### src/hdl/harness_params.svh
`ifndef HARNESS_PARAMS_SVH
`define HARNESS_PARAMS_SVH

// Data word width in bits
`define HARNESS_DATA_W 32

// Word address width, one RAM word per address
`define HARNESS_ADDR_W 8

// RAM depth covers the full address space
`define HARNESS_MEM_WORDS 256

`endif

### src/hdl/harness_pkg.sv
`include "harness_params.svh"

`default_nettype none

package harness_pkg;

    typedef logic [`HARNESS_DATA_W-1:0]   word_t;
    typedef logic [`HARNESS_ADDR_W-1:0]   addr_t;
    typedef logic [`HARNESS_DATA_W/8-1:0] wstrb_t;  // One bit per byte lane

    // Opcode lives in instruction bits 31:28
    typedef enum logic [3:0] {
        OP_LOAD  = 4'h1,
        OP_ADD   = 4'h2,
        OP_STORE = 4'h3,
        OP_DEC   = 4'h4,
        OP_JNZ   = 4'h5,
        OP_HALT  = 4'hF
    } opcode_t;

    // Host command codes
    typedef enum logic [1:0] {
        CMD_WRITE = 2'd0,
        CMD_READ  = 2'd1,
        CMD_START = 2'd2
    } cmd_op_t;

endpackage

`default_nettype wire

### src/hdl/acc_core.sv
`default_nettype none

module acc_core (
    input  wire                 sys_clk,
    input  wire                 rst_i,
    output logic                req_valid_o,
    input  wire                 req_ready_i,
    output logic                req_we_o,
    output harness_pkg::addr_t  req_addr_o,
    output harness_pkg::word_t  req_wdata_o,
    input  wire harness_pkg::word_t rsp_rdata_i,
    output logic                halted_o
);
    import harness_pkg::*;

    typedef enum logic [2:0] {
        S_BOOT,
        S_FETCH,
        S_DECODE,
        S_DATA,
        S_HALT
    } state_t;

    state_t  state;
    addr_t   pc;
    word_t   acc;
    word_t   ir;       // Current instruction
    opcode_t op;
    addr_t   op_addr;

    assign op      = opcode_t'(ir[31:28]);
    assign op_addr = addr_t'(ir);             // Operand address in low bits

    // Request fields come straight from registers, so they hold while waiting
    assign req_valid_o = (state == S_FETCH) || (state == S_DATA);
    assign req_we_o    = (state == S_DATA) && (op == OP_STORE);
    assign req_addr_o  = (state == S_DATA) ? op_addr : pc;
    assign req_wdata_o = acc;
    assign halted_o    = (state == S_HALT);

    always_ff @(posedge sys_clk) begin
        if (rst_i) begin
            state <= S_BOOT;
            pc    <= '0;
            acc   <= '0;
        end else begin
            case (state)
                S_BOOT: state <= S_FETCH;  // One idle cycle out of reset
                S_FETCH: begin
                    if (req_ready_i) begin
                        pc    <= pc + 1'b1;
                        state <= S_DECODE;
                    end
                end
                S_DECODE: begin
                    case (op)
                        OP_LOAD, OP_ADD, OP_STORE: state <= S_DATA;
                        OP_DEC: begin
                            acc   <= acc - 1'b1;  // Wraps below zero
                            state <= S_FETCH;
                        end
                        OP_JNZ: begin
                            if (acc != '0) begin
                                pc <= op_addr;
                            end
                            state <= S_FETCH;
                        end
                        OP_HALT: state <= S_HALT;
                        default: state <= S_HALT;  // Unknown code stops the core
                    endcase
                end
                S_DATA: begin
                    if (req_ready_i) begin
                        if (op == OP_LOAD) begin
                            acc <= rsp_rdata_i;
                        end else if (op == OP_ADD) begin
                            acc <= acc + rsp_rdata_i;
                        end
                        state <= S_FETCH;
                    end
                end
                default: state <= S_HALT;  // Parked until reset
            endcase
        end
    end

    always_ff @(posedge sys_clk) begin
        if (state == S_FETCH && req_ready_i) begin
            ir <= rsp_rdata_i;
        end
    end

    // Bus master must not change a pending request
    a_req_stable: assert property (
        @(posedge sys_clk) disable iff (rst_i)
        (req_valid_o && !req_ready_i) |=>
            (req_valid_o && $stable(req_addr_o) && $stable(req_we_o)
             && $stable(req_wdata_o))
    );

endmodule

`default_nettype wire

### config.mk
export PLATFORM = sky130hd
export DESIGN_NAME = acc_core
export DESIGN_NICKNAME = d
export VERILOG_FILES = /design/src/hdl/harness_pkg.sv /design/src/hdl/acc_core.sv
export VERILOG_INCLUDE_DIRS = /design/src /design/src/hdl
export SDC_FILE = /design/constraint.sdc
export NUM_CORES = 1
export LEC_CHECK = 0
export BUFFER_PORTS_ARGS = -buffer_cell sky130_fd_sc_hd__buf_2
export CORE_MARGIN = 5
export CORE_UTILIZATION = 41
export CTS_BUF_LIST = sky130_fd_sc_hd__clkbuf_4 sky130_fd_sc_hd__clkbuf_8
export CTS_CLUSTER_DIAMETER = 30
export CTS_CLUSTER_SIZE = 25
export DETAILED_ROUTE_END_ITERATION = 8
export PLACE_DENSITY = 0.65
export RECOVER_POWER = 25
export SLEW_MARGIN = 30
export SYNTH_ARGS = -nofsm -noshare
export SYNTH_HDL_FRONTEND = slang
export SYNTH_SLANG_ARGS = --single-unit
### constraint.sdc
create_clock -name sys_clk -period 4.23 [get_ports sys_clk]
set_input_delay 0.2115 -clock sys_clk [delete_from_list [all_inputs] [get_ports sys_clk]]
set_output_delay 0.2115 -clock sys_clk [all_outputs]
set_load 0.01 [all_outputs]
==> impl_metrics.toml <==
[status]
status = "completed"

[sta]
worst_pin_slew_ns = 0.972
setup_viol_count_final = 0
finalHoldViolations = 0
drv_slew = 0
layout_min_cycle_time_ns = 3.31
slew_headroom = 0.352
fin_hold_ws_ns = 0.140
period_share = 0.782
rsz0062_at_grt = "no"
clock_skew_ns = 0.0124
max_freq_mhz = 302
finalSetupTns_ns = 0
fin_ws_ns = 0.921

[cells_and_area]
antennaDiodeCount = 0
syn_to_final_growth_pct = 11.3
fin_nets = 834
final_common_cell = "nand2_1"
design_area_um2 = 5650
fin_cells = 933
multiInputGateArea_um2 = 3670
nFillCells = 1244
layout-drive-gt1-share = 0.111
utilization = 0.468
layout_common_cells = "nand2_1, nor2_1, a21oi_1"
seqCellArea_um2 = 1220

[clocking]
htree_levels = 2
cts_setup_buffers = 0
cts_max_path_buffers = 2
cts_root_buf = "clkbuf_8"
clock-sinks = 55
cts_resized = 0
cts_buffers = 5
clk_latency_ns = 0.34
clkTransAtPathRegs_ns = 0.12
cts_hold_repair.buffers = 0
cts_tree = "built"

[power_and_ir_drop]
power.leakage_nw = 2.30
worst_ir_drop_vdd_uv = 125
power_density_nw_per_um2 = 227
power_mw = 1.28

[flow_run]
cap_viol_max_count = 0

[floorplanning]
fp.dieH_um = 121
start_util = 0.421
rows = 40
coreArea_um2 = 12100
boundaryPins = 78
die_w_um = 121
dieArea_um2 = 14700

[worst_setup_path]
crit_end = "req_wdata_o[24]"
start_kind = "flip-flop"
r2r-start = "req_wdata_o[0]"
critPathLaunch = "req_wdata_o[0]"
critPathKind = "reg -> reg"
cpMaxStageDelayCell = "o31ai_1"
r2r_slack_ns = 0.92
path_cells = "ha_1 -> fa_1 -> a211oi_1 -> o21ai_0 -> nand2_1 -> o31ai_1 -> a21oi_1 -> nor4_1 -> nor4b_1 -> a31o_2 -> o31ai_1"
cp.required_ns = 4.49
max_stage_delay_ns = 0.60
arrival_ns = 3.57
r2r-end = "req_wdata_o[24]"
timing.critical_path.mode_cell = "o31ai_1"
worst-r2r-cell-count = 11
crit_fanout = 8
crit_path_end_kind = "flip-flop"

[grt]
grt_usage = 0.216
grt_pass1_wl_um = 26100
grt-ovfl-total = 0
grt_max_degree = 49
antenna_found_initial = 0
grt_pass1_vias = 5330

[synthesis]
avgSynthCellArea_um2 = 7.16
syn_inst = 709
yosysUniqueCellTypes = 73
synthTopCellsByArea = "dfxtp_1, ha_1, a21oi_1, edfxtp_1, o21ai_0"
synth_seq_cells = 55
synth-seq-area-share = 0.241
synth-edff-count = 12
ys_warn_count = 0
ys.flop_type = "dfxtp_1"
synth_top_cell_area_share = 0.170
ys_async_sr_fraction = 0
synth_area_um2 = 5080
synth_top_cell_by_area = "dfxtp_1"
syn_nets = 779

[placed_design]
hpwl_um = 11800
port_buffers = 77
dp_slack_ns = 0.997
dp_cells = 925
postPlaceCellArea_um2 = 5590
gp_congestion = 0.874

[min_path]
hold_path.class = "in -> reg"

[drt]
routedWlPerCell_um = 17.4
vias_per_cell = 6.09
drtPass1Iterations = 5
drc_errors = 0
routed_wl_um = 16200
vias = 5680
drt-initial-drc-count = 511
ant_nets = 0
[state kept, by name (all words and copies together), names as in the netlist]
register	count
req_wdata_o	32
ir	12
pc	8
state	3
[synthesized netlist by cell type, drive strengths merged (6+ instances only)]
library cell   n
a31oi         17
a21oi         80
clkbuf        31
o211ai         6
buf            6
nor3          25
nor3b          8
xor2          13
dfxtp         43
edfxtp        12
nand2         86
or3           11
ha            34
nor2          85
o21bai         6
a21o          17
a211oi        16
o31ai          6
nand3         15
nand4          6
o21ai         70
and3           7
nor2b          6
inv           12
nor4          11
xnor2         13
[cells by family after synthesis]
group,Yosys count,share of synthesized area
multiplexers,2,0.00419
flip-flops,55,0.241
buffers and inverters,49,0.0382
AND/OR/NAND/NOR,287,0.278
adder cells (fa/ha/maj),35,0.0878
XOR/XNOR,26,0.0449
AO/OA/AOI/OAI,255,0.307
[worst max-delay path: cells and delay by family, from the launching register on]
family	cells	cell delay, ns
AND/OR/NAND/NOR	3	0.52
adder cells (fa/ha/maj)	2	0.50
flip-flops	1	0.50
AO/OA/AOI/OAI	6	1.72
[final cells by class]
cell class / instances / share of cell area
Multi-Input combinational cell: 605 / 0.649
Sequential cell: 55 / 0.216
Timing Repair Buffer: 85 / 0.0729
Tap cell: 168 / 0.0372
Clock buffer: 5 / 0.0122
Inverter: 12 / 0.00797
Clock inverter: 3 / 0.00421
[report_power, final]
| part | internal (mW) | switching, mW |
|---|---|---|
| logic | 0.144 | 0.233 |
| registers | 0.555 | 0.0223 |
| clock network | 0.120 | 0.209 |
[worst min-delay path by stage]
stage                    startpoint  endpoint  slack (ns)  cells past startpoint
floorplan            rsp_rdata_i[0]     ir[0]        0.31                      0
global placement    rsp_rdata_i[31]    ir[31]        0.43                      1
detailed placement  rsp_rdata_i[31]    ir[31]        0.44                      1
CTS                  rsp_rdata_i[4]     ir[4]        0.08                      1
global route        rsp_rdata_i[31]    ir[31]        0.14                      1
finish               rsp_rdata_i[4]     ir[4]        0.14                      1
[routing by layer]
layer	wire, um	vias to the layer above	global-route usage
met5	0	-	0
met4	335	0	0.0665
met3	1170	36	0.0322
met2	7370	236	0.351
met1	7330	2652	0.296
li1	-	2756	-
Power figures use the tool's default switching activity.
