===== config.mk =====
export PLATFORM = sky130hd
export DESIGN_NAME = wb_core_bridge
export DESIGN_NICKNAME = d
export VERILOG_FILES = /design/src/hdl/harness_pkg.sv /design/src/hdl/wb_core_bridge.sv
export VERILOG_INCLUDE_DIRS = /design/src /design/src/hdl
export SDC_FILE = /design/constraint.sdc
export NUM_CORES = 1
export LEC_CHECK = 0
export ABC_AREA = 1
export BUFFER_PORTS_ARGS = -buffer_cell sky130_fd_sc_hd__buf_4
export CAP_MARGIN = 20
export CORE_ASPECT_RATIO = 1.4
export CORE_MARGIN = 4
export CORE_UTILIZATION = 30
export CTS_BUF_LIST = sky130_fd_sc_hd__clkbuf_4 sky130_fd_sc_hd__clkbuf_8 sky130_fd_sc_hd__clkbuf_16
export DETAILED_ROUTE_END_ITERATION = 6
export PLACE_DENSITY_LB_ADDON = 0.12
export RECOVER_POWER = 50
export SLEW_MARGIN = 20
export SYNTH_ARGS = -nofsm -noshare
export SYNTH_HDL_FRONTEND = slang
export SYNTH_SLANG_ARGS = --single-unit

===== constraint.sdc =====
create_clock -name sys_clk -period 0.8 [get_ports sys_clk]
set_input_delay 0.16 -clock sys_clk [delete_from_list [all_inputs] [get_ports sys_clk]]
set_output_delay 0.16 -clock sys_clk [all_outputs]
set_load 0.005 [all_outputs]

===== src/hdl/harness_params.svh =====
`ifndef HARNESS_PARAMS_SVH
`define HARNESS_PARAMS_SVH

// Data word width in bits
`define HARNESS_DATA_W 32

// Word address width, one RAM word per address
`define HARNESS_ADDR_W 8

// RAM depth covers the full address space
`define HARNESS_MEM_WORDS 256

`endif


===== src/hdl/harness_pkg.sv =====
`include "harness_params.svh"

`default_nettype none

package harness_pkg;

    typedef logic [`HARNESS_DATA_W-1:0]   word_t;
    typedef logic [`HARNESS_ADDR_W-1:0]   addr_t;
    typedef logic [`HARNESS_DATA_W/8-1:0] wstrb_t;  // One bit per byte lane

    // Opcode lives in instruction bits 31:28
    typedef enum logic [3:0] {
        OP_LOAD  = 4'h1,
        OP_ADD   = 4'h2,
        OP_STORE = 4'h3,
        OP_DEC   = 4'h4,
        OP_JNZ   = 4'h5,
        OP_HALT  = 4'hF
    } opcode_t;

    // Host command codes
    typedef enum logic [1:0] {
        CMD_WRITE = 2'd0,
        CMD_READ  = 2'd1,
        CMD_START = 2'd2
    } cmd_op_t;

endpackage

`default_nettype wire


===== src/hdl/wb_core_bridge.sv =====
`default_nettype none

module wb_core_bridge (
    input  wire                     sys_clk,
    input  wire                     rst_i,
    input  wire                     req_valid_i,
    output logic                    req_ready_o,
    input  wire                     req_we_i,
    input  wire harness_pkg::addr_t req_addr_i,
    input  wire harness_pkg::word_t req_wdata_i,
    output harness_pkg::word_t      rsp_rdata_o,
    output logic                    wb_cyc_o,
    output logic                    wb_stb_o,
    output logic                    wb_we_o,
    output harness_pkg::wstrb_t     wb_sel_o,
    output harness_pkg::addr_t      wb_adr_o,
    output harness_pkg::word_t      wb_dat_o,
    input  wire harness_pkg::word_t wb_dat_i,
    input  wire                     wb_ack_i
);
    import harness_pkg::*;

    logic  ack_q;    // Slave ack delayed by one cycle
    word_t rdata_q;

    always_ff @(posedge sys_clk) begin
        if (rst_i) begin
            ack_q <= 1'b0;
        end else begin
            ack_q <= wb_ack_i;
        end
    end

    always_ff @(posedge sys_clk) begin
        rdata_q <= wb_dat_i;
    end

    assign req_ready_o = ack_q;
    assign rsp_rdata_o = rdata_q;  // Lines up with the delayed ack

    // Strobe drops in the ready cycle so the slave does not see the request twice
    assign wb_cyc_o = req_valid_i;
    assign wb_stb_o = req_valid_i && !ack_q;
    assign wb_we_o  = req_we_i;
    assign wb_sel_o = '1;          // Word accesses only
    assign wb_adr_o = req_addr_i;
    assign wb_dat_o = req_wdata_i;

    // Loader gating and RAM handshake must keep acks inside a strobe
    a_ack_in_stb: assert property (
        @(posedge sys_clk) disable iff (rst_i)
        wb_ack_i |-> wb_stb_o
    );

endmodule

`default_nettype wire


==> results of run 1 <==
[report_power, final]
part	switching, mW	internal (mW)	total (mW)
registers	0.0361	1.75	1.78
clock network	0.576	1.24	1.81
logic	0.107	0.356	0.463
[state kept, by name, indices dropped and copies added (netlist names)]
register / count
rsp_rdata_o: 32
req_ready_o: 1
[cell type report]
cell class              count  area, µm²  share of cell area
flip-flops and latches     33        692               0.374
well taps                  39       48.8              0.0264
clock inverters             3       65.1              0.0352
multi-input cells           6       27.5              0.0149
inverters                   2       7.51             0.00406
clock buffers               5       68.8              0.0372
repair buffers            102        940               0.508
[logic make-up (layout without fill, tap and decap cells)]
family / count (synthesis) / in the layout
and+or+nand+nor: 2 / 2
other: 1 / 4
buffers and inverters: 48 / 112
DFF: 33 / 33
[cells in the mapped netlist, drive strengths merged]
cell type / n / area (µm²)
nor2: 2 / 12.5
buf: 46 / 345
conb: 1 / 3.75
inv: 2 / 7.51
dfxtp: 33 / 661
[stage by stage]
| step | power (mW) | setup WS (ps) | utilization | hold slack (ps) |
|---|---|---|---|---|
| finish | 4.06 | -121 | 0.576 | 29.4 |
| global route | 4.23 | -156 | 0.576 | 14.1 |
| CTS | 4.07 | -143 | 0.546 | 12.1 |
| detailed placement | 2.09 | 145 | 0.395 | 266 |
| global placement | 2.08 | 150 | 0.395 | 264 |
| floorplan | 2.00 | 227 | - | 188 |
[per-layer routing]
metal | up-vias | track usage
met5 | - | 0
met4 | 0 | 0.0905
met3 | 18 | 0.116
met2 | 74 | 0.184
met1 | 307 | 0.0795
li1 | 330 | -
[timing repair]
action                     CTS  global route
hold buffers                32             0
setup endpoints to repair   34            34
resized for setup           11            39
pin swaps                    1             0
hold endpoints to repair    32             0
gates cloned                 0             0
[cells in the final DEF (no fill, tap or decap)]
master          n
dfxtp_2        25
inv_1           2
buf_4          44
clkinv_2        1
clkbuf_4        1
dfxtp_1         8
clkbuf_8        5
dlygate4sd3_1  32
nor2_2          2
buf_6          25
conb_1          4
bufinv_16       2
[worst max-delay path by stage]
| stage | endpoint | cells past startpoint |
|---|---|---|
| detailed placement | wb_stb_o | 2 |
| floorplan | wb_stb_o | 1 |
| CTS | wb_stb_o | 2 |
| global route | wb_stb_o | 2 |
| finish | wb_stb_o | 2 |
| global placement | wb_stb_o | 2 |
==> flow_metrics.tcl, run 1 <==
set metrics [dict create \
    die_y_um 77.3 \
    drive_gt1_frac 0.695 \
    dr.pass1.iters 2 \
    place.gp.congestion 0.648 \
    dieArea_um2 4450 \
    drv_cap 0 \
    grt_max_degree 12 \
    hp-class "in2reg" \
    cts-root-buf "clkbuf_8" \
    hold_start "rst_i" \
    timing.final.crit_share 1.15 \
    n_antenna_cell 0 \
    holdPathEnd "req_ready_o" \
    ys.warnings.count 0 \
    cp_num_buf_inv 1 \
    crit_start "req_ready_o" \
    core_area_um2 3210 \
    first_iter_violations 1 \
    met3WireLength_um 494 \
    startpoint_type "flop" \
    nFillCells 259 \
    vias 729 \
    initial_core_util 0.320 \
    cts_setup_buffers 0 \
    synth_compound_area_frac 0 \
    period_minus_slack_ps 921 \
    fmax_mhz 1090 \
    cts_tree "yes" \
    synth_top_family_by_area "buffers and inverters" \
    portBuffers 70 \
    grt_overflow_total 0 \
    ant_nets 0 \
    cts_buffers 5 \
    status "finished, violations left" \
    critPathRequiredTime_ps 640 \
    cp_cell_sequence "nor2_2 -> buf_4" \
    layout.cells.non_filler 190 \
    leakage_nw 0.876 \
    cp_top_family "flip-flops" \
    cp_slowest_stage_delay_ps 320 \
    nets 227 \
    synthMuxAreaShare 0 \
    netlist_area_um2 1030 \
    placed_area_um2 1270 \
    routed.top_layer "met4" \
    power_density_nw_per_um2 2190 \
    clockBufferDepth 2 \
    violations "negative setup slack" \
    hold_viol 0 \
    met2RoutedLength_mm 1.33 \
    synthSimpleGateAreaFrac 0.0122 \
    rsz0062_at_grt "yes" \
    viasPerCell 3.84 \
    row_count 24 \
    synthDistinctLibCells 5 \
    setup_slack_ps -121 \
    seq_area_frac_synth 0.642 \
    grt_pass1_vias 829 \
    drt_wl_total_mm 2.61 \
    grt_use_total 0.117 \
    netlist_instances 84 \
    synth_fa_ha_area_frac 0 \
    ys_seq_elements 33 \
    place_inst 150 \
    cts_num_sinks 33 \
    dieWidth_um 57.5 \
    grt_pass1_wl_mm 3.75 \
    synth-xor-area-share 0 \
    crit_path_max_fanout 2 \
    crit_arrival_ps 760 \
    slew_violations 0 \
    syn_area_per_cell_um2 12.3 \
    setup_viol 34 \
    clkTransAtPathRegs_ps 60 \
    whs_path_depth 2 \
    finalInstanceArea_um2 1850 \
    syn_to_final_growth_pct 79.6 \
    met1Wirelength_um 656 \
    critical_path.endpoint_type "output pin" \
    wl_per_cell_um 13.7 \
    critPathKind "reg2out" \
    crit_slowest_cell "dfxtp_2" \
    antenna_found_initial 0 \
    drc 0 \
    setup_tns_ps -1950 \
    worst_ir_drop_vdd_mv 1.44 \
    num_io_pins 157 \
    cts_max_level 2 \
]
No activity file was read; power rests on OpenSTA's default activity.
==> run 2, diff against run 1 <==
PLACE_DENSITY = 0.83   (was not set)
PLACE_DENSITY_LB_ADDON = not set   (was 0.12)
==> run 2 against run 1 <==
The flow still finishes with violations (negative setup slack). Clock power shrank 29%. Count of clock-buffer cells in the layout grew 2. Via count grew 8.1%. Combinational power grew 7.8%. Critical path depth is the same. Core utilization shrank 0.66 points. Cell count shrank 0.53%. Final area shrank 1.2%. Largest power group is now registers.
==> flow_metrics.tcl, run 2 (synthesized netlist as in run 1, its figures left out) <==
set metrics [dict create \
    cts_buffers 5 \
    grt_pass1_vias 929 \
    viasPerCell 4.17 \
    met2RoutedLength_mm 1.73 \
    power_frac_clock 0.360 \
    clockBufferDepth 2 \
    grt_max_degree 10 \
    rsz0062_at_grt "yes" \
    power_density_nw_per_um2 1960 \
    p_int_mw 2.83 \
    crit_arrival_ps 800 \
    die_y_um 77.3 \
    nFillCells 216 \
    worst_ir_drop_vdd_mv 2.31 \
    met1Wirelength_mm 1.34 \
    critPathKind "reg2out" \
    n_antenna_cell 0 \
    drive_gt1_frac 0.713 \
    period_minus_slack_ps 964 \
    setup_viol 34 \
    num_io_pins 157 \
    hp-class "in2reg" \
    cts_setup_buffers 0 \
    clkTransAtPathRegs_ps 60 \
    critPathRequiredTime_ps 640 \
    drt_wl_total_mm 4.30 \
    core_area_um2 3210 \
    dieArea_um2 4450 \
    fin_util 0.569 \
    row_count 24 \
    place_inst 150 \
    setup_slack_ps -164 \
    largest_reg_flops 32 \
    hpwl_mm 2.66 \
    initial_core_util 0.320 \
    swShare 0.210 \
    startpoint_type "flop" \
    wl_per_cell_um 22.7 \
    place.gp.congestion 0.674 \
    crit_path_max_fanout 2 \
    seq_power_share 0.501 \
    layout.cells.non_filler 189 \
    fmax_mhz 1040 \
    antenna_found_initial 0 \
    cts_num_sinks 33 \
    dr.pass1.iters 4 \
    cts-root-buf "clkbuf_8" \
    switching_power_mw 0.751 \
    power_frac_comb 0.139 \
    ant_nets 0 \
    layout_commonest_cell "buf_4" \
    syn_to_final_growth_pct 77.5 \
    drv_cap 0 \
    leakage_nw 0.862 \
    slew_violations 0 \
    vias 788 \
    grt_use_total 0.195 \
    cts_max_level 2 \
    grt_pass1_wl_mm 6.11 \
    seqCellArea_um2 696 \
    critical_path.endpoint_type "output pin" \
    multi_input_area_um2 27.5 \
    portBuffers 70 \
    grt_overflow_total 0 \
    violations "negative setup slack" \
    routed.top_layer "met4" \
    met3WireLength_um 984 \
    timing.final.crit_share 1.20 \
    status "finished, violations left" \
    most-common-layout-cells "39 x buf_4, 32 x dlygate4sd3_1, 30 x buf_6" \
    setup_tns_ps -2280 \
    dieWidth_um 57.5 \
    hold_viol 0 \
    cts_tree "yes" \
    drc 0 \
    nets 227 \
    first_iter_violations 17 \
]
## run 2: cell types whose count changed in the layout (fill, tap and decap cells not counted), sizes merged
cell / change
clkbuf: +2
bufinv: -2
clkinv: -1
## run 2: layer usage
layer,up-vias,global-route usage
li1,330,-
met1,319,0.175
met2,107,0.256
met3,32,0.195
met4,0,0.155
met5,-,0
## run 2: area by class of cell
class / count / share of cell area
timing repair buffer: 102 / 0.524
sequential: 33 / 0.381
clock buffer: 7 / 0.0493
tap: 39 / 0.0267
multi-input combinational: 6 / 0.0151
inverter: 2 / 0.00411
## run 2: final timing paths
kind / startpoint / end / depth (start not counted)
max: req_ready_o / wb_stb_o / 2
min: rst_i / req_ready_o / 2
## run 2: what timing repair did
item | in CTS | in global routing
pin swaps | 1 | 0
setup endpoints to repair | 34 | 34
hold buffers | 32 | 0
resized for setup | 35 | 23
endpoints found under the hold margin | 32 | 0
## run 2: power by group through the flow
stage / logic [mW] / registers [mW] / clock network, mW
2_1_floorplan: 0.195 / 1.80 / 0
3_3_place_gp: 0.298 / 1.79 / 0
3_5_place_dp: 0.305 / 1.79 / 0
4_1_cts: 0.460 / 1.78 / 1.28
5_1_grt: 0.535 / 1.80 / 1.38
6_report: 0.499 / 1.79 / 1.29
## run 2: worst max-delay path: stages, from the launching register on
cell and delay (ps):
dfxtp_2 330, nor2_2 80, buf_4 120
## run 2: per-stage QoR
step                hold WS, ps  power [mW]  worst slack, ps  instance area, µm²
floorplan                   188        2.00              227                1040
detailed placement          265        2.10              128                1270
finish                     35.9        3.58             -164                1830
CTS                        18.3        3.52             -154                1770
global route               26.8        3.72             -178                1830
global placement            265        2.09              150                1270
