File: src/hdl/harness_params.svh
`ifndef HARNESS_PARAMS_SVH
`define HARNESS_PARAMS_SVH

// Data word width in bits
`define HARNESS_DATA_W 32

// Word address width, one RAM word per address
`define HARNESS_ADDR_W 8

// RAM depth covers the full address space
`define HARNESS_MEM_WORDS 256

`endif

File: src/hdl/harness_pkg.sv
`include "harness_params.svh"

`default_nettype none

package harness_pkg;

    typedef logic [`HARNESS_DATA_W-1:0]   word_t;
    typedef logic [`HARNESS_ADDR_W-1:0]   addr_t;
    typedef logic [`HARNESS_DATA_W/8-1:0] wstrb_t;  // One bit per byte lane

    // Opcode lives in instruction bits 31:28
    typedef enum logic [3:0] {
        OP_LOAD  = 4'h1,
        OP_ADD   = 4'h2,
        OP_STORE = 4'h3,
        OP_DEC   = 4'h4,
        OP_JNZ   = 4'h5,
        OP_HALT  = 4'hF
    } opcode_t;

    // Host command codes
    typedef enum logic [1:0] {
        CMD_WRITE = 2'd0,
        CMD_READ  = 2'd1,
        CMD_START = 2'd2
    } cmd_op_t;

endpackage

`default_nettype wire

File: src/hdl/host_loader.sv
`default_nettype none

module host_loader (
    input  wire                         sys_clk,
    input  wire                         rst_i,
    input  wire                         cmd_valid_i,
    output logic                        cmd_ready_o,
    input  wire harness_pkg::cmd_op_t   cmd_op_i,
    input  wire harness_pkg::addr_t     cmd_addr_i,
    input  wire harness_pkg::word_t     cmd_data_i,
    output logic                        rsp_valid_o,
    input  wire                         rsp_ready_i,
    output harness_pkg::word_t          rsp_data_o,
    output logic                        core_rst_o,
    input  wire                         core_halted_i,
    output logic                        halted_o,
    input  wire                         core_cyc_i,
    input  wire                         core_stb_i,
    input  wire                         core_we_i,
    input  wire harness_pkg::wstrb_t    core_sel_i,
    input  wire harness_pkg::addr_t     core_adr_i,
    input  wire harness_pkg::word_t     core_dat_i,
    output harness_pkg::word_t          core_dat_o,
    output logic                        core_ack_o,
    output logic                        ram_cyc_o,
    output logic                        ram_stb_o,
    output logic                        ram_we_o,
    output harness_pkg::wstrb_t         ram_sel_o,
    output harness_pkg::addr_t          ram_adr_o,
    output harness_pkg::word_t          ram_dat_o,
    input  wire harness_pkg::word_t     ram_dat_i,
    input  wire                         ram_ack_i
);
    import harness_pkg::*;

    typedef enum logic [2:0] {
        L_RESET,
        L_IDLE,
        L_WRITE,
        L_READ,
        L_RSP,
        L_RUN
    } lstate_t;

    lstate_t state;
    addr_t   addr_q;
    word_t   data_q;
    logic    core_owns;
    logic    host_cyc;

    assign core_owns = (state == L_RUN);
    assign host_cyc  = (state == L_WRITE) || (state == L_READ);

    assign cmd_ready_o = (state == L_IDLE);
    assign core_rst_o  = !core_owns;  // Core only runs between START and HALT

    // Response shows in the ack cycle, then holds in L_RSP
    assign rsp_valid_o = (state == L_RSP) || (state == L_READ && ram_ack_i);
    assign rsp_data_o  = ram_dat_i;   // RAM keeps read data until its next access

    always_ff @(posedge sys_clk) begin
        if (rst_i) begin
            state    <= L_RESET;
            halted_o <= 1'b0;
        end else begin
            case (state)
                L_RESET: state <= L_IDLE;
                L_IDLE: begin
                    if (cmd_valid_i) begin
                        case (cmd_op_i)
                            CMD_WRITE: state <= L_WRITE;
                            CMD_READ:  state <= L_READ;
                            CMD_START: begin
                                state    <= L_RUN;
                                halted_o <= 1'b0;
                            end
                            default:   state <= L_IDLE;  // Dropped
                        endcase
                    end
                end
                L_WRITE: if (ram_ack_i) state <= L_IDLE;
                L_READ: begin
                    if (ram_ack_i) begin
                        state <= rsp_ready_i ? L_IDLE : L_RSP;
                    end
                end
                L_RSP: if (rsp_ready_i) state <= L_IDLE;
                L_RUN: begin
                    if (core_halted_i) begin
                        state    <= L_IDLE;  // Take the bus back
                        halted_o <= 1'b1;
                    end
                end
                default: state <= L_IDLE;
            endcase
        end
    end

    always_ff @(posedge sys_clk) begin
        if (cmd_valid_i && cmd_ready_o) begin
            addr_q <= cmd_addr_i;
            data_q <= cmd_data_i;
        end
    end

    // RAM port ownership
    assign ram_cyc_o = core_owns ? core_cyc_i : host_cyc;
    assign ram_stb_o = core_owns ? core_stb_i : host_cyc;
    assign ram_we_o  = core_owns ? core_we_i  : (state == L_WRITE);
    assign ram_sel_o = core_owns ? core_sel_i : '1;
    assign ram_adr_o = core_owns ? core_adr_i : addr_q;
    assign ram_dat_o = core_owns ? core_dat_i : data_q;

    assign core_dat_o = ram_dat_i;
    assign core_ack_o = core_owns && ram_ack_i;  // Host acks never reach the core

    // Core side stays quiet for the whole reset hold
    a_no_stb_in_reset: assert property (
        @(posedge sys_clk) disable iff (rst_i)
        core_rst_o |-> !core_stb_i
    );

endmodule

`default_nettype wire

File: config.mk
export PLATFORM = sky130hd
export DESIGN_NAME = host_loader
export DESIGN_NICKNAME = d
export VERILOG_FILES = /design/src/hdl/harness_pkg.sv /design/src/hdl/host_loader.sv
export VERILOG_INCLUDE_DIRS = /design/src /design/src/hdl
export SDC_FILE = /design/constraint.sdc
export NUM_CORES = 1
export LEC_CHECK = 0
export BUFFER_PORTS_ARGS = -buffer_cell sky130_fd_sc_hd__buf_2
export CAP_MARGIN = 20
export CORE_MARGIN = 2
export CORE_UTILIZATION = 30
export CTS_BUF_LIST = sky130_fd_sc_hd__clkbuf_4 sky130_fd_sc_hd__clkbuf_8
export DETAILED_ROUTE_END_ITERATION = 6
export PLACE_DENSITY_LB_ADDON = 0.2
export SYNTH_ARGS = -nofsm -noshare
export SYNTH_HDL_FRONTEND = slang
export SYNTH_SLANG_ARGS = --single-unit
export TNS_END_PERCENT = 1
File: constraint.sdc
create_clock -name sys_clk -period 3.2 [get_ports sys_clk]
set_input_delay 0.48 -clock sys_clk [delete_from_list [all_inputs] [get_ports sys_clk]]
set_output_delay 0.48 -clock sys_clk [all_outputs]
set_load 0.01 [all_outputs]
==> results of run 1 <==
==> metrics by stage <==
stage	instance area, µm²	instances
3_5_place_dp	2890	376
5_1_grt	3000	384
6_report	3000	384
4_1_cts	3000	384
2_1_floorplan	2530	192
3_3_place_gp	2890	376
==> worst reg2reg max path, cell delays in order (launching register included) <==
cell     delay [ns]
dfxtp_1        0.42
inv_1          0.23
and3_2         0.83
==> per-layer routing <==
metal / share of wire [%] / GRT usage (%)
met1: 34 / 13.8
met2: 52 / 22.0
met3: 13 / 5.56
met4: 0.91 / 3.81
met5: 0 / 0
==> how the worst min path moves through the flow <==
stage / from / end
3_3_place_gp: halted_o$_SDFFE_PP0P_ / halted_o$_SDFFE_PP0P_
4_1_cts: cmd_data_i[2] / data_q[2]$_DFFE_PP_
6_report: cmd_data_i[23] / data_q[23]$_DFFE_PP_
2_1_floorplan: halted_o$_SDFFE_PP0P_ / halted_o$_SDFFE_PP0P_
3_5_place_dp: halted_o$_SDFFE_PP0P_ / halted_o$_SDFFE_PP0P_
5_1_grt: cmd_data_i[13] / data_q[13]$_DFFE_PP_
==> synth_stat cells <==
library cell / instances
o31ai_1: 1
nor4b_1: 1
or3b_1: 1
nand2b_1: 3
buf_4: 69
inv_1: 3
a211oi_1: 2
nand2b_2: 1
a32o_1: 2
mux2_2: 40
o21a_1: 1
dfxtp_1: 4
and3_1: 2
mux2i_1: 3
a311oi_1: 1
or2b_1: 1
a2111o_1: 1
and2b_1: 1
a22o_1: 1
edfxtp_1: 40
or3_1: 4
nor2b_1: 1
a21o_1: 2
nor3b_1: 1
nor2_4: 1
nor2_1: 5
==> state kept, by name, indices dropped and copies added (netlist names) <==
register  flops
addr_q        8
data_q       32
state         3
halted_o      1
==> logic make-up (layout without fill, tap and decap cells) <==
logic type	Yosys count	count (layout)	share of synthesized area, %
buffers and inverters	72	159	21.0
DFF	44	44	50.7
muxes	43	43	19.0
and+or+nand+nor	22	22	5.60
AOI/OAI and AO/OA	11	11	3.71
==> power by group <==
part           leakage [nW]  total [mW]  switching [mW]  internal [mW]
Combinational         0.833       0.199          0.0936          0.106
Clock                0.0558       0.435           0.203          0.232
Sequential            0.404       0.679          0.0133          0.666
Total                  1.29        1.31           0.310           1.00
==> area by class of cell <==
cell class | count | area share, %
Clock buffer | 5 | 2.30
Sequential cell | 44 | 42.7
Multi-Input combinational cell | 76 | 23.9
Timing Repair Buffer | 148 | 24.9
Tap cell | 105 | 4.38
Clock inverter | 3 | 1.42
Inverter | 3 | 0.376
==> flow_metrics.env, run 1 <==
export IMPL_multi_input_area_um2=717
export IMPL_synth_top_cell_area_share_pct=47.5
export IMPL_layout_common_cells="buf_2, mux2_2, edfxtp_1"
export IMPL_synth_nets=319
export IMPL_period_minus_slack_ns=2.48
export IMPL_totalPowerFinal_mw=1.31
export IMPL_syn_avg_cell_area_um2=13.2
export IMPL_slowest_delay_ns=0.54
export IMPL_yosysWarnings=0
export IMPL_cts_hold_buf=0
export IMPL_rsz0062_at_grt="false"
export IMPL_synth_seq_cells=44
export IMPL_critPathLaunch="state[2]$_SDFFE_PP0P_"
export IMPL_cts_reportedPaths_clkPinSlew_ns=0.09
export IMPL_final_core_util_pct=36.7
export IMPL_required_ns=2.72
export IMPL_coreArea_um2=8180
export IMPL_clockBufferDepth=2
export IMPL_routedWlPerCell_um=16.4
export IMPL_htreeDepth=2
export IMPL_setup_slack_ns=0.718
export IMPL_netlist_instances=192
export IMPL_leakage_nw=1.29
export IMPL_crit_fanout=19
export IMPL_clock_sinks=44
export IMPL_grtUsageTotal_pct=12.6
export IMPL_cts_tree="done"
export IMPL_holdWs_ns=0.353
export IMPL_start_util_pct=30.9
export IMPL_tightest_slew_ns=0.918
export IMPL_outcome="finished, final reports clean"
export IMPL_die_h_um=95.8
export IMPL_clockRootBuffer="clkbuf_8"
export IMPL_n_fill_cell=834
export IMPL_synth_top_cell_by_area="edfxtp_1"
export IMPL_gp_routability_congestion=0.719
export IMPL_hp_class="in -> reg"
export IMPL_r2r_cells=2
export IMPL_die_w_um=95.8
export IMPL_grt_antenna_before_repair=0
export IMPL_cp_endpoint="ram_dat_o[13]"
export IMPL_yosysSeqAreaShare_pct=50.7
export IMPL_worst_setup_path_type="reg -> out"
export IMPL_drc=0
export IMPL_crit_family="buffers and inverters"
export IMPL_viasPerCell=4.39
export IMPL_rr_endpoint="data_q[21]$_DFFE_PP_"
export IMPL_hpwlAfterDp_mm=5.11
export IMPL_power_density_nw_per_um2=438
export IMPL_synth_distinct_cells=26
export IMPL_fin_nets=405
export IMPL_first_pass_iters=4
export IMPL_reg2reg_slack_ns=1.31
export IMPL_drv_cap=0
export IMPL_ant_nets=0
export IMPL_end_kind="primary output"
export IMPL_via_count=1685
export IMPL_area_growth_synth_to_final_pct=18.7
export IMPL_max_slew_margin_pct=38.8
export IMPL_grt_first_pass_wirelength_mm=8.48
export IMPL_grt_overflow=0
export IMPL_wl_mm=6.29
export IMPL_startpoint_type="flop"
export IMPL_seq_area_um2=1280
export IMPL_cts_setup_buffers=0
export IMPL_finalClockSkew_ns=0.0103
export IMPL_fmax_ghz=0.403
export IMPL_hold_violations=0
export IMPL_hold_depth=1
export IMPL_synth_area_leaders="edfxtp_1, buf_4, mux2_2"
export IMPL_core_rowCount=33
export IMPL_grt_pass1_vias=1657
export IMPL_final_setup_viol_count=0
export IMPL_slowest_stage="dfxtp_1"
export IMPL_ios=243
export IMPL_layout_commonest_cell="buf_2"
export IMPL_netlist_area_um2=2530
export IMPL_crit_cells=5
export IMPL_antenna_diode_count=0
export IMPL_drt_initial_drc_count=29
export IMPL_cts_buffers=5
export IMPL_arrival_ns=2.00
export IMPL_final_max_slew_viol_count=0
export IMPL_cp_cell_sequence="inv_1 > nor2_4 > buf_4 > mux2_2 > buf_2"
export IMPL_dpl_worst_slack_ns=1.03
export IMPL_setup_tns_ns=0
export IMPL_portBuffers=146
export IMPL_grt_max_degree=41
export IMPL_clk_latency_ns=0.30
export IMPL_worst_path_buf_inv=3
export IMPL_vdd_ir_drop_max_v=0.000182
export IMPL_period_share_pct=77.6
export IMPL_r2r_start="state[2]$_SDFFE_PP0P_"
export IMPL_postCtsResizedCells=0
export IMPL_drive_gt1_share_pct=71.0
export IMPL_fp_dieArea_um2=9170
No activity file was read; power rests on OpenSTA's default activity.
==> inputs of run 2 (changes only) <==
--- a/config.mk
+++ b/config.mk
@@ -6,6 +6,7 @@
 export SDC_FILE = /design/constraint.sdc
 export NUM_CORES = 1
 export LEC_CHECK = 0
+export ABC_AREA = 1
 export BUFFER_PORTS_ARGS = -buffer_cell sky130_fd_sc_hd__buf_2
 export CAP_MARGIN = 20
 export CORE_MARGIN = 2
==> constraint.sdc (replaced) <==
create_clock -name sys_clk -period 2.4 [get_ports sys_clk]
set_input_delay 0.36 -clock sys_clk [delete_from_list [all_inputs] [get_ports sys_clk]]
set_output_delay 0.36 -clock sys_clk [all_outputs]
set_load 0.01 [all_outputs]
==> run 2 against run 1 <==
Clock-buffer cell count unchanged. Utilization down 0.62 points. Sequential power up 69%. First-iteration DRC count up 59%. Non-clock buffer count up 1. Cell count up 30%. Critical path depth up 1. Worst setup slack worse by 0.42 ns. Global-route usage up 0.78 points. Flip-flop and latch count unchanged. Highest routed layer unchanged.
==> flow_metrics.env, run 2 <==
export IMPL_max_slew_margin_pct=68.7
export IMPL_grt_pass1_vias=2068
export IMPL_grt_antenna_before_repair=0
export IMPL_synth_seq_cells=44
export IMPL_cts_reportedPaths_clkPinSlew_ns=0.09
export IMPL_die_w_um=97.8
export IMPL_startpoint_type="flop"
export IMPL_core_rowCount=34
export IMPL_clock_sinks=44
export IMPL_grtUsageTotal_pct=13.4
export IMPL_period_minus_slack_ns=2.10
export IMPL_async_flop_share_pct=0
export IMPL_final_setup_viol_count=0
export IMPL_synth_ff_type="edfxtp_1"
export IMPL_netlist_instances=310
export IMPL_hold_depth=1
export IMPL_netSwitchingFraction_pct=38.7
export IMPL_tightest_slew_ns=0.469
export IMPL_final_core_util_pct=36.0
export IMPL_vdd_ir_drop_max_v=0.000315
export IMPL_setup_tns_ns=0
export IMPL_arrival_ns=1.74
export IMPL_yosysMostFrequentCell="nand2_1"
export IMPL_setup_slack_ns=0.302
export IMPL_period_share_pct=87.4
export IMPL_drc=0
export IMPL_drt_initial_drc_count=46
export IMPL_area_growth_synth_to_final_pct=17.9
export IMPL_place_inst=492
export IMPL_start_util_pct=30.6
export IMPL_drv_cap=0
export IMPL_synth_top_cell_by_area="edfxtp_1"
export IMPL_hpwlAfterDp_mm=5.07
export IMPL_synth_common_cells="nand2_1, buf_4, edfxtp_1"
export IMPL_yosysSeqAreaShare_pct=48.5
export IMPL_reg_largest_list="data_q x32, addr_q x8, state x3"
export IMPL_place_area_um2=3000
export IMPL_end_kind="primary output"
export IMPL_ios=243
export IMPL_grt_max_degree=48
export IMPL_gp_routability_congestion=0.824
export IMPL_routedWlPerCell_um=13.2
export IMPL_switchingPower_mw=1.19
export IMPL_rsz0062_at_grt="false"
export IMPL_worst_setup_path_type="reg -> out"
export IMPL_htreeDepth=2
export IMPL_drive_gt1_share_pct=43.6
export IMPL_first_pass_iters=4
export IMPL_cts_buffers=5
export IMPL_grt_overflow=0
export IMPL_portBuffers=146
export IMPL_cts_tree="done"
export IMPL_p_int_mw=1.88
export IMPL_power_density_nw_per_um2=986
export IMPL_leakage_nw=1.58
export IMPL_synth_nets=437
export IMPL_fmax_ghz=0.477
export IMPL_cts_hold_buf=0
export IMPL_coreArea_um2=8640
export IMPL_wl_mm=6.61
export IMPL_postCtsResizedCells=0
export IMPL_syn_avg_cell_area_um2=8.52
export IMPL_synth_area_leaders="edfxtp_1, nand2_1, buf_4"
export IMPL_cts_setup_buffers=0
export IMPL_required_ns=2.04
export IMPL_fin_nets=518
export IMPL_crit_fanout=30
export IMPL_clockRootBuffer="clkbuf_8"
export IMPL_die_h_um=97.8
export IMPL_stdcell_count=500
export IMPL_pwr_share_seq_pct=37.6
export IMPL_r2r_cells=8
export IMPL_fin_area_um2=3110
export IMPL_ant_nets=0
export IMPL_synth_top_cell_area_share_pct=45.5
export IMPL_pwr_share_clk_pct=19.2
export IMPL_synth_edf_count=40
export IMPL_totalPowerFinal_mw=3.07
export IMPL_holdWs_ns=0.232
export IMPL_regMostFlops="data_q"
export IMPL_hold_violations=0
export IMPL_grt_first_pass_wirelength_mm=10.2
export IMPL_largest_register_ffs=32
export IMPL_final_max_slew_viol_count=0
export IMPL_layout_commonest_cell="buf_2"
export IMPL_outcome="finished, final reports clean"
export IMPL_via_count=2142
export IMPL_yosysWarnings=0
export IMPL_dpl_worst_slack_ns=0.604
export IMPL_netlist_area_um2=2640
export IMPL_viasPerCell=4.28
export IMPL_synth_distinct_cells=23
export IMPL_layout_common_cells="buf_2, nand2_1, edfxtp_1"
export IMPL_finalClockSkew_ns=0.00358
export IMPL_fp_dieArea_um2=9570
export IMPL_p_comb_share_pct=43.2
export IMPL_antenna_diode_count=0
export IMPL_clockBufferDepth=2
export IMPL_clk_latency_ns=0.29
export IMPL_hp_class="in -> reg"
==> run 2: final timing paths <==
check                             start                    end  slack, ns
hold reg to reg   halted_o$_SDFFE_PP0P_  halted_o$_SDFFE_PP0P_       0.54
hold / removal            cmd_data_i[8]    data_q[8]$_DFFE_PP_       0.23
setup / recovery  state[0]$_SDFFE_PP0P_               ram_we_o       0.30
setup reg to reg  state[0]$_SDFFE_PP0P_  halted_o$_SDFFE_PP0P_       0.85
==> run 2: kinds of logic (layout without fill, tap and decap cells) <==
group                  count (synthesis)  in the layout  share of synthesized area [%]
AOI/OAI and AO/OA                      5              5                           1.04
and+or+nand+nor                      172            172                           26.9
DFF                                   44             44                           48.5
buffers and inverters                 89            171                           23.5
==> run 2: per-layer routing <==
layer / global-route usage [%] / vias to the layer above / share of wire (%)
met5: 0 / - / 0
li1: - / 1062 / -
met1: 14.6 / 909 / 36
met4: 3.10 / 0 / 1.8
met3: 4.87 / 16 / 11
met2: 24.7 / 155 / 51
==> run 2: layout make-up <==
cell class | instances | area, µm²
inverter | 14 | 57.6
tap | 108 | 135
clock inverter | 3 | 46.3
fill | 949 | 5520
timing repair buffer | 149 | 778
sequential | 44 | 1280
multi-input combinational | 177 | 746
clock buffer | 5 | 68.8
==> run 2: worst max-delay path, stage by stage (launching register included) <==
cell and delay, ns:
dfxtp_1 0.60, nand3_4 0.11, inv_2 0.23, buf_12 0.22, nand2_1 0.06, o21ai_0 0.06, buf_2 0.15
==> run 2: power by group through the flow <==
stage / Clock (mW) / Sequential, mW / Combinational [mW]
2_1_floorplan: 0 / 1.12 / 1.01
3_3_place_gp: 0 / 1.17 / 1.35
3_5_place_dp: 0 / 1.17 / 1.35
4_1_cts: 0.621 / 1.15 / 1.36
5_1_grt: 0.647 / 1.18 / 1.50
6_report: 0.591 / 1.15 / 1.33
==> inputs of run 3 (changes only) <==
--- a/config.mk
+++ b/config.mk
@@ -9,10 +9,10 @@
 export ABC_AREA = 1
 export BUFFER_PORTS_ARGS = -buffer_cell sky130_fd_sc_hd__buf_2
 export CAP_MARGIN = 20
-export CORE_MARGIN = 2
-export CORE_UTILIZATION = 30
+export CORE_AREA = 2 2 95 97
 export CTS_BUF_LIST = sky130_fd_sc_hd__clkbuf_4 sky130_fd_sc_hd__clkbuf_8
 export DETAILED_ROUTE_END_ITERATION = 6
+export DIE_AREA = 0 0 97 99
 export PLACE_DENSITY_LB_ADDON = 0.2
 export SYNTH_ARGS = -nofsm -noshare
 export SYNTH_HDL_FRONTEND = slang
==> run 3 against run 2 <==
Sequential power hardly changed. Utilization is 0.095 points lower. Global-route usage is 0.77 points higher. Power is 4.5% lower. Final area is 1.2% lower. Critical endpoint unchanged. First-iteration DRC count is 20% lower. Clock-buffer cell count stayed put.
==> flow_metrics.env, run 3 (same netlist as run 2, synthesis figures left out) <==
export IMPL_clockBufferDepth=2
export IMPL_place_inst=494
export IMPL_end_kind="primary output"
export IMPL_leakage_nw=1.58
export IMPL_postCtsResizedCells=0
export IMPL_final_max_slew_viol_count=0
export IMPL_finalClockSkew_ns=0.00841
export IMPL_clk_latency_ns=0.29
export IMPL_grt_antenna_before_repair=0
export IMPL_n_fill_cell=903
export IMPL_cts_reportedPaths_clkPinSlew_ns=0.09
export IMPL_ios=243
export IMPL_crit_fanout=24
export IMPL_grt_max_degree=41
export IMPL_max_slew_margin_pct=64.7
export IMPL_period_minus_slack_ns=2.00
export IMPL_vdd_ir_drop_max_v=0.000323
export IMPL_fp_dieArea_um2=9600
export IMPL_reg2reg_slack_ns=0.65
export IMPL_drv_cap=0
export IMPL_drc=0
export IMPL_fin_area_um2=3070
export IMPL_clock_sinks=44
export IMPL_cts_setup_buffers=0
export IMPL_hold_violations=0
export IMPL_arrival_ns=1.64
export IMPL_cts_tree="done"
export IMPL_hold_depth=1
export IMPL_die_w_um=97
export IMPL_stdcell_count=502
export IMPL_cp_cell_sequence="nand3_4 > inv_2 > buf_4 > nand2_1 > o21ai_0 > buf_2"
export IMPL_largest_register_ffs=32
export IMPL_rsz0062_at_grt="false"
export IMPL_portBuffers=146
export IMPL_cts_hold_buf=0
export IMPL_required_ns=2.04
export IMPL_fin_nets=520
export IMPL_worst_setup_path_type="reg -> out"
export IMPL_coreArea_um2=8550
export IMPL_grt_pass1_vias=2153
export IMPL_final_setup_viol_count=0
export IMPL_layout_common_cells="buf_2, nand2_1, edfxtp_1"
export IMPL_wl_mm=6.95
export IMPL_antenna_diode_count=0
export IMPL_routedWlPerCell_um=13.8
export IMPL_whs_endpoint="data_q[21]$_DFFE_PP_"
export IMPL_slowest_delay_ns=0.60
export IMPL_clockRootBuffer="clkbuf_8"
export IMPL_rr_endpoint="data_q[26]$_DFFE_PP_"
export IMPL_place_area_um2=2990
export IMPL_hold_path_startpoint="cmd_data_i[21]"
export IMPL_area_growth_synth_to_final_pct=16.4
export IMPL_drive_gt1_share_pct=43.7
export IMPL_drt_initial_drc_count=37
export IMPL_layout_commonest_cell="buf_2"
export IMPL_totalPowerFinal_mw=2.93
export IMPL_hpwlAfterDp_mm=5.51
export IMPL_startpoint_type="flop"
export IMPL_r2r_start="state[0]$_SDFFE_PP0P_"
export IMPL_first_pass_iters=4
export IMPL_via_count=2102
export IMPL_htreeDepth=2
export IMPL_hp_class="in -> reg"
export IMPL_period_share_pct=83.4
export IMPL_regMostFlops="data_q"
export IMPL_outcome="finished, final reports clean"
export IMPL_viasPerCell=4.19
export IMPL_power_density_nw_per_um2=953
export IMPL_r2r_cells=3
export IMPL_grtUsageTotal_pct=14.2
export IMPL_grt_overflow=0
export IMPL_tightest_slew_ns=0.530
export IMPL_gp_routability_congestion=0.783
export IMPL_slowest_stage="dfxtp_1"
export IMPL_reg_largest_list="data_q x32, addr_q x8, state x3"
export IMPL_cts_buffers=5
export IMPL_grt_first_pass_wirelength_mm=10.8
export IMPL_critPathLaunch="state[2]$_SDFFE_PP0P_"
export IMPL_fmax_ghz=0.500
export IMPL_setup_tns_ns=0
export IMPL_die_h_um=99
export IMPL_ant_nets=0
export IMPL_start_util_pct=30.9
export IMPL_core_rowCount=34
[run 3: worst max-delay path, delay by kind of cell, from the launching register on]
kind	cells	cell delay, ns
AOI/OAI and AO/OA	1	0.08
buffers and inverters	3	0.47
DFF	1	0.60
and+or+nand+nor	2	0.20
[run 3: report_power, final]
part | internal, mW | total (mW) | switching, mW | leakage, nW
registers | 1.05 | 1.16 | 0.104 | 0.402
logic | 0.500 | 1.31 | 0.810 | 1.13
clock network | 0.204 | 0.464 | 0.260 | 0.0460
total | 1.76 | 2.93 | 1.17 | 1.58
[run 3: routing by layer]
layer | vias to the layer above | wire length [µm] | global-route usage (%)
li1 | 1063 | - | -
met1 | 884 | 2480 | 15.0
met2 | 151 | 3650 | 26.1
met3 | 4 | 767 | 6.10
met4 | 0 | 48 | 3.36
met5 | - | 0 | 0
[run 3: area by class of cell]
| class | instances | area [µm²] | share of cell area [%] |
|---|---|---|---|
| sequential | 44 | 1280 | 41.7 |
| tap | 108 | 135 | 4.40 |
| clock inverter | 3 | 17.5 | 0.570 |
| timing repair buffer | 151 | 768 | 25.0 |
| multi-input combinational | 177 | 746 | 24.3 |
| clock buffer | 5 | 68.8 | 2.24 |
| inverter | 14 | 57.6 | 1.87 |
[run 3: worst max path at each step]
stage	endpoint	slack, ns	cells past startpoint
2_1_floorplan	addr_q[0]$_DFFE_PP_	0.36	4
3_3_place_gp	data_q[11]$_DFFE_PP_	0.68	3
3_5_place_dp	data_q[27]$_DFFE_PP_	0.65	3
4_1_cts	ram_we_o	0.37	6
5_1_grt	ram_cyc_o	0.24	6
6_report	ram_we_o	0.40	6
[run 3: per-stage QoR]
step | hold WS [ns] | setup slack, ns | utilization, %
final | 0.234 | 0.399 | 36.0
after global routing | 0.215 | 0.241 | 36.0
after CTS | 0.222 | 0.368 | 36.0
after detailed placement | 0.506 | 0.653 | 34.9
after global placement | 0.509 | 0.676 | 34.9
after floorplan | 0.459 | 0.364 | -
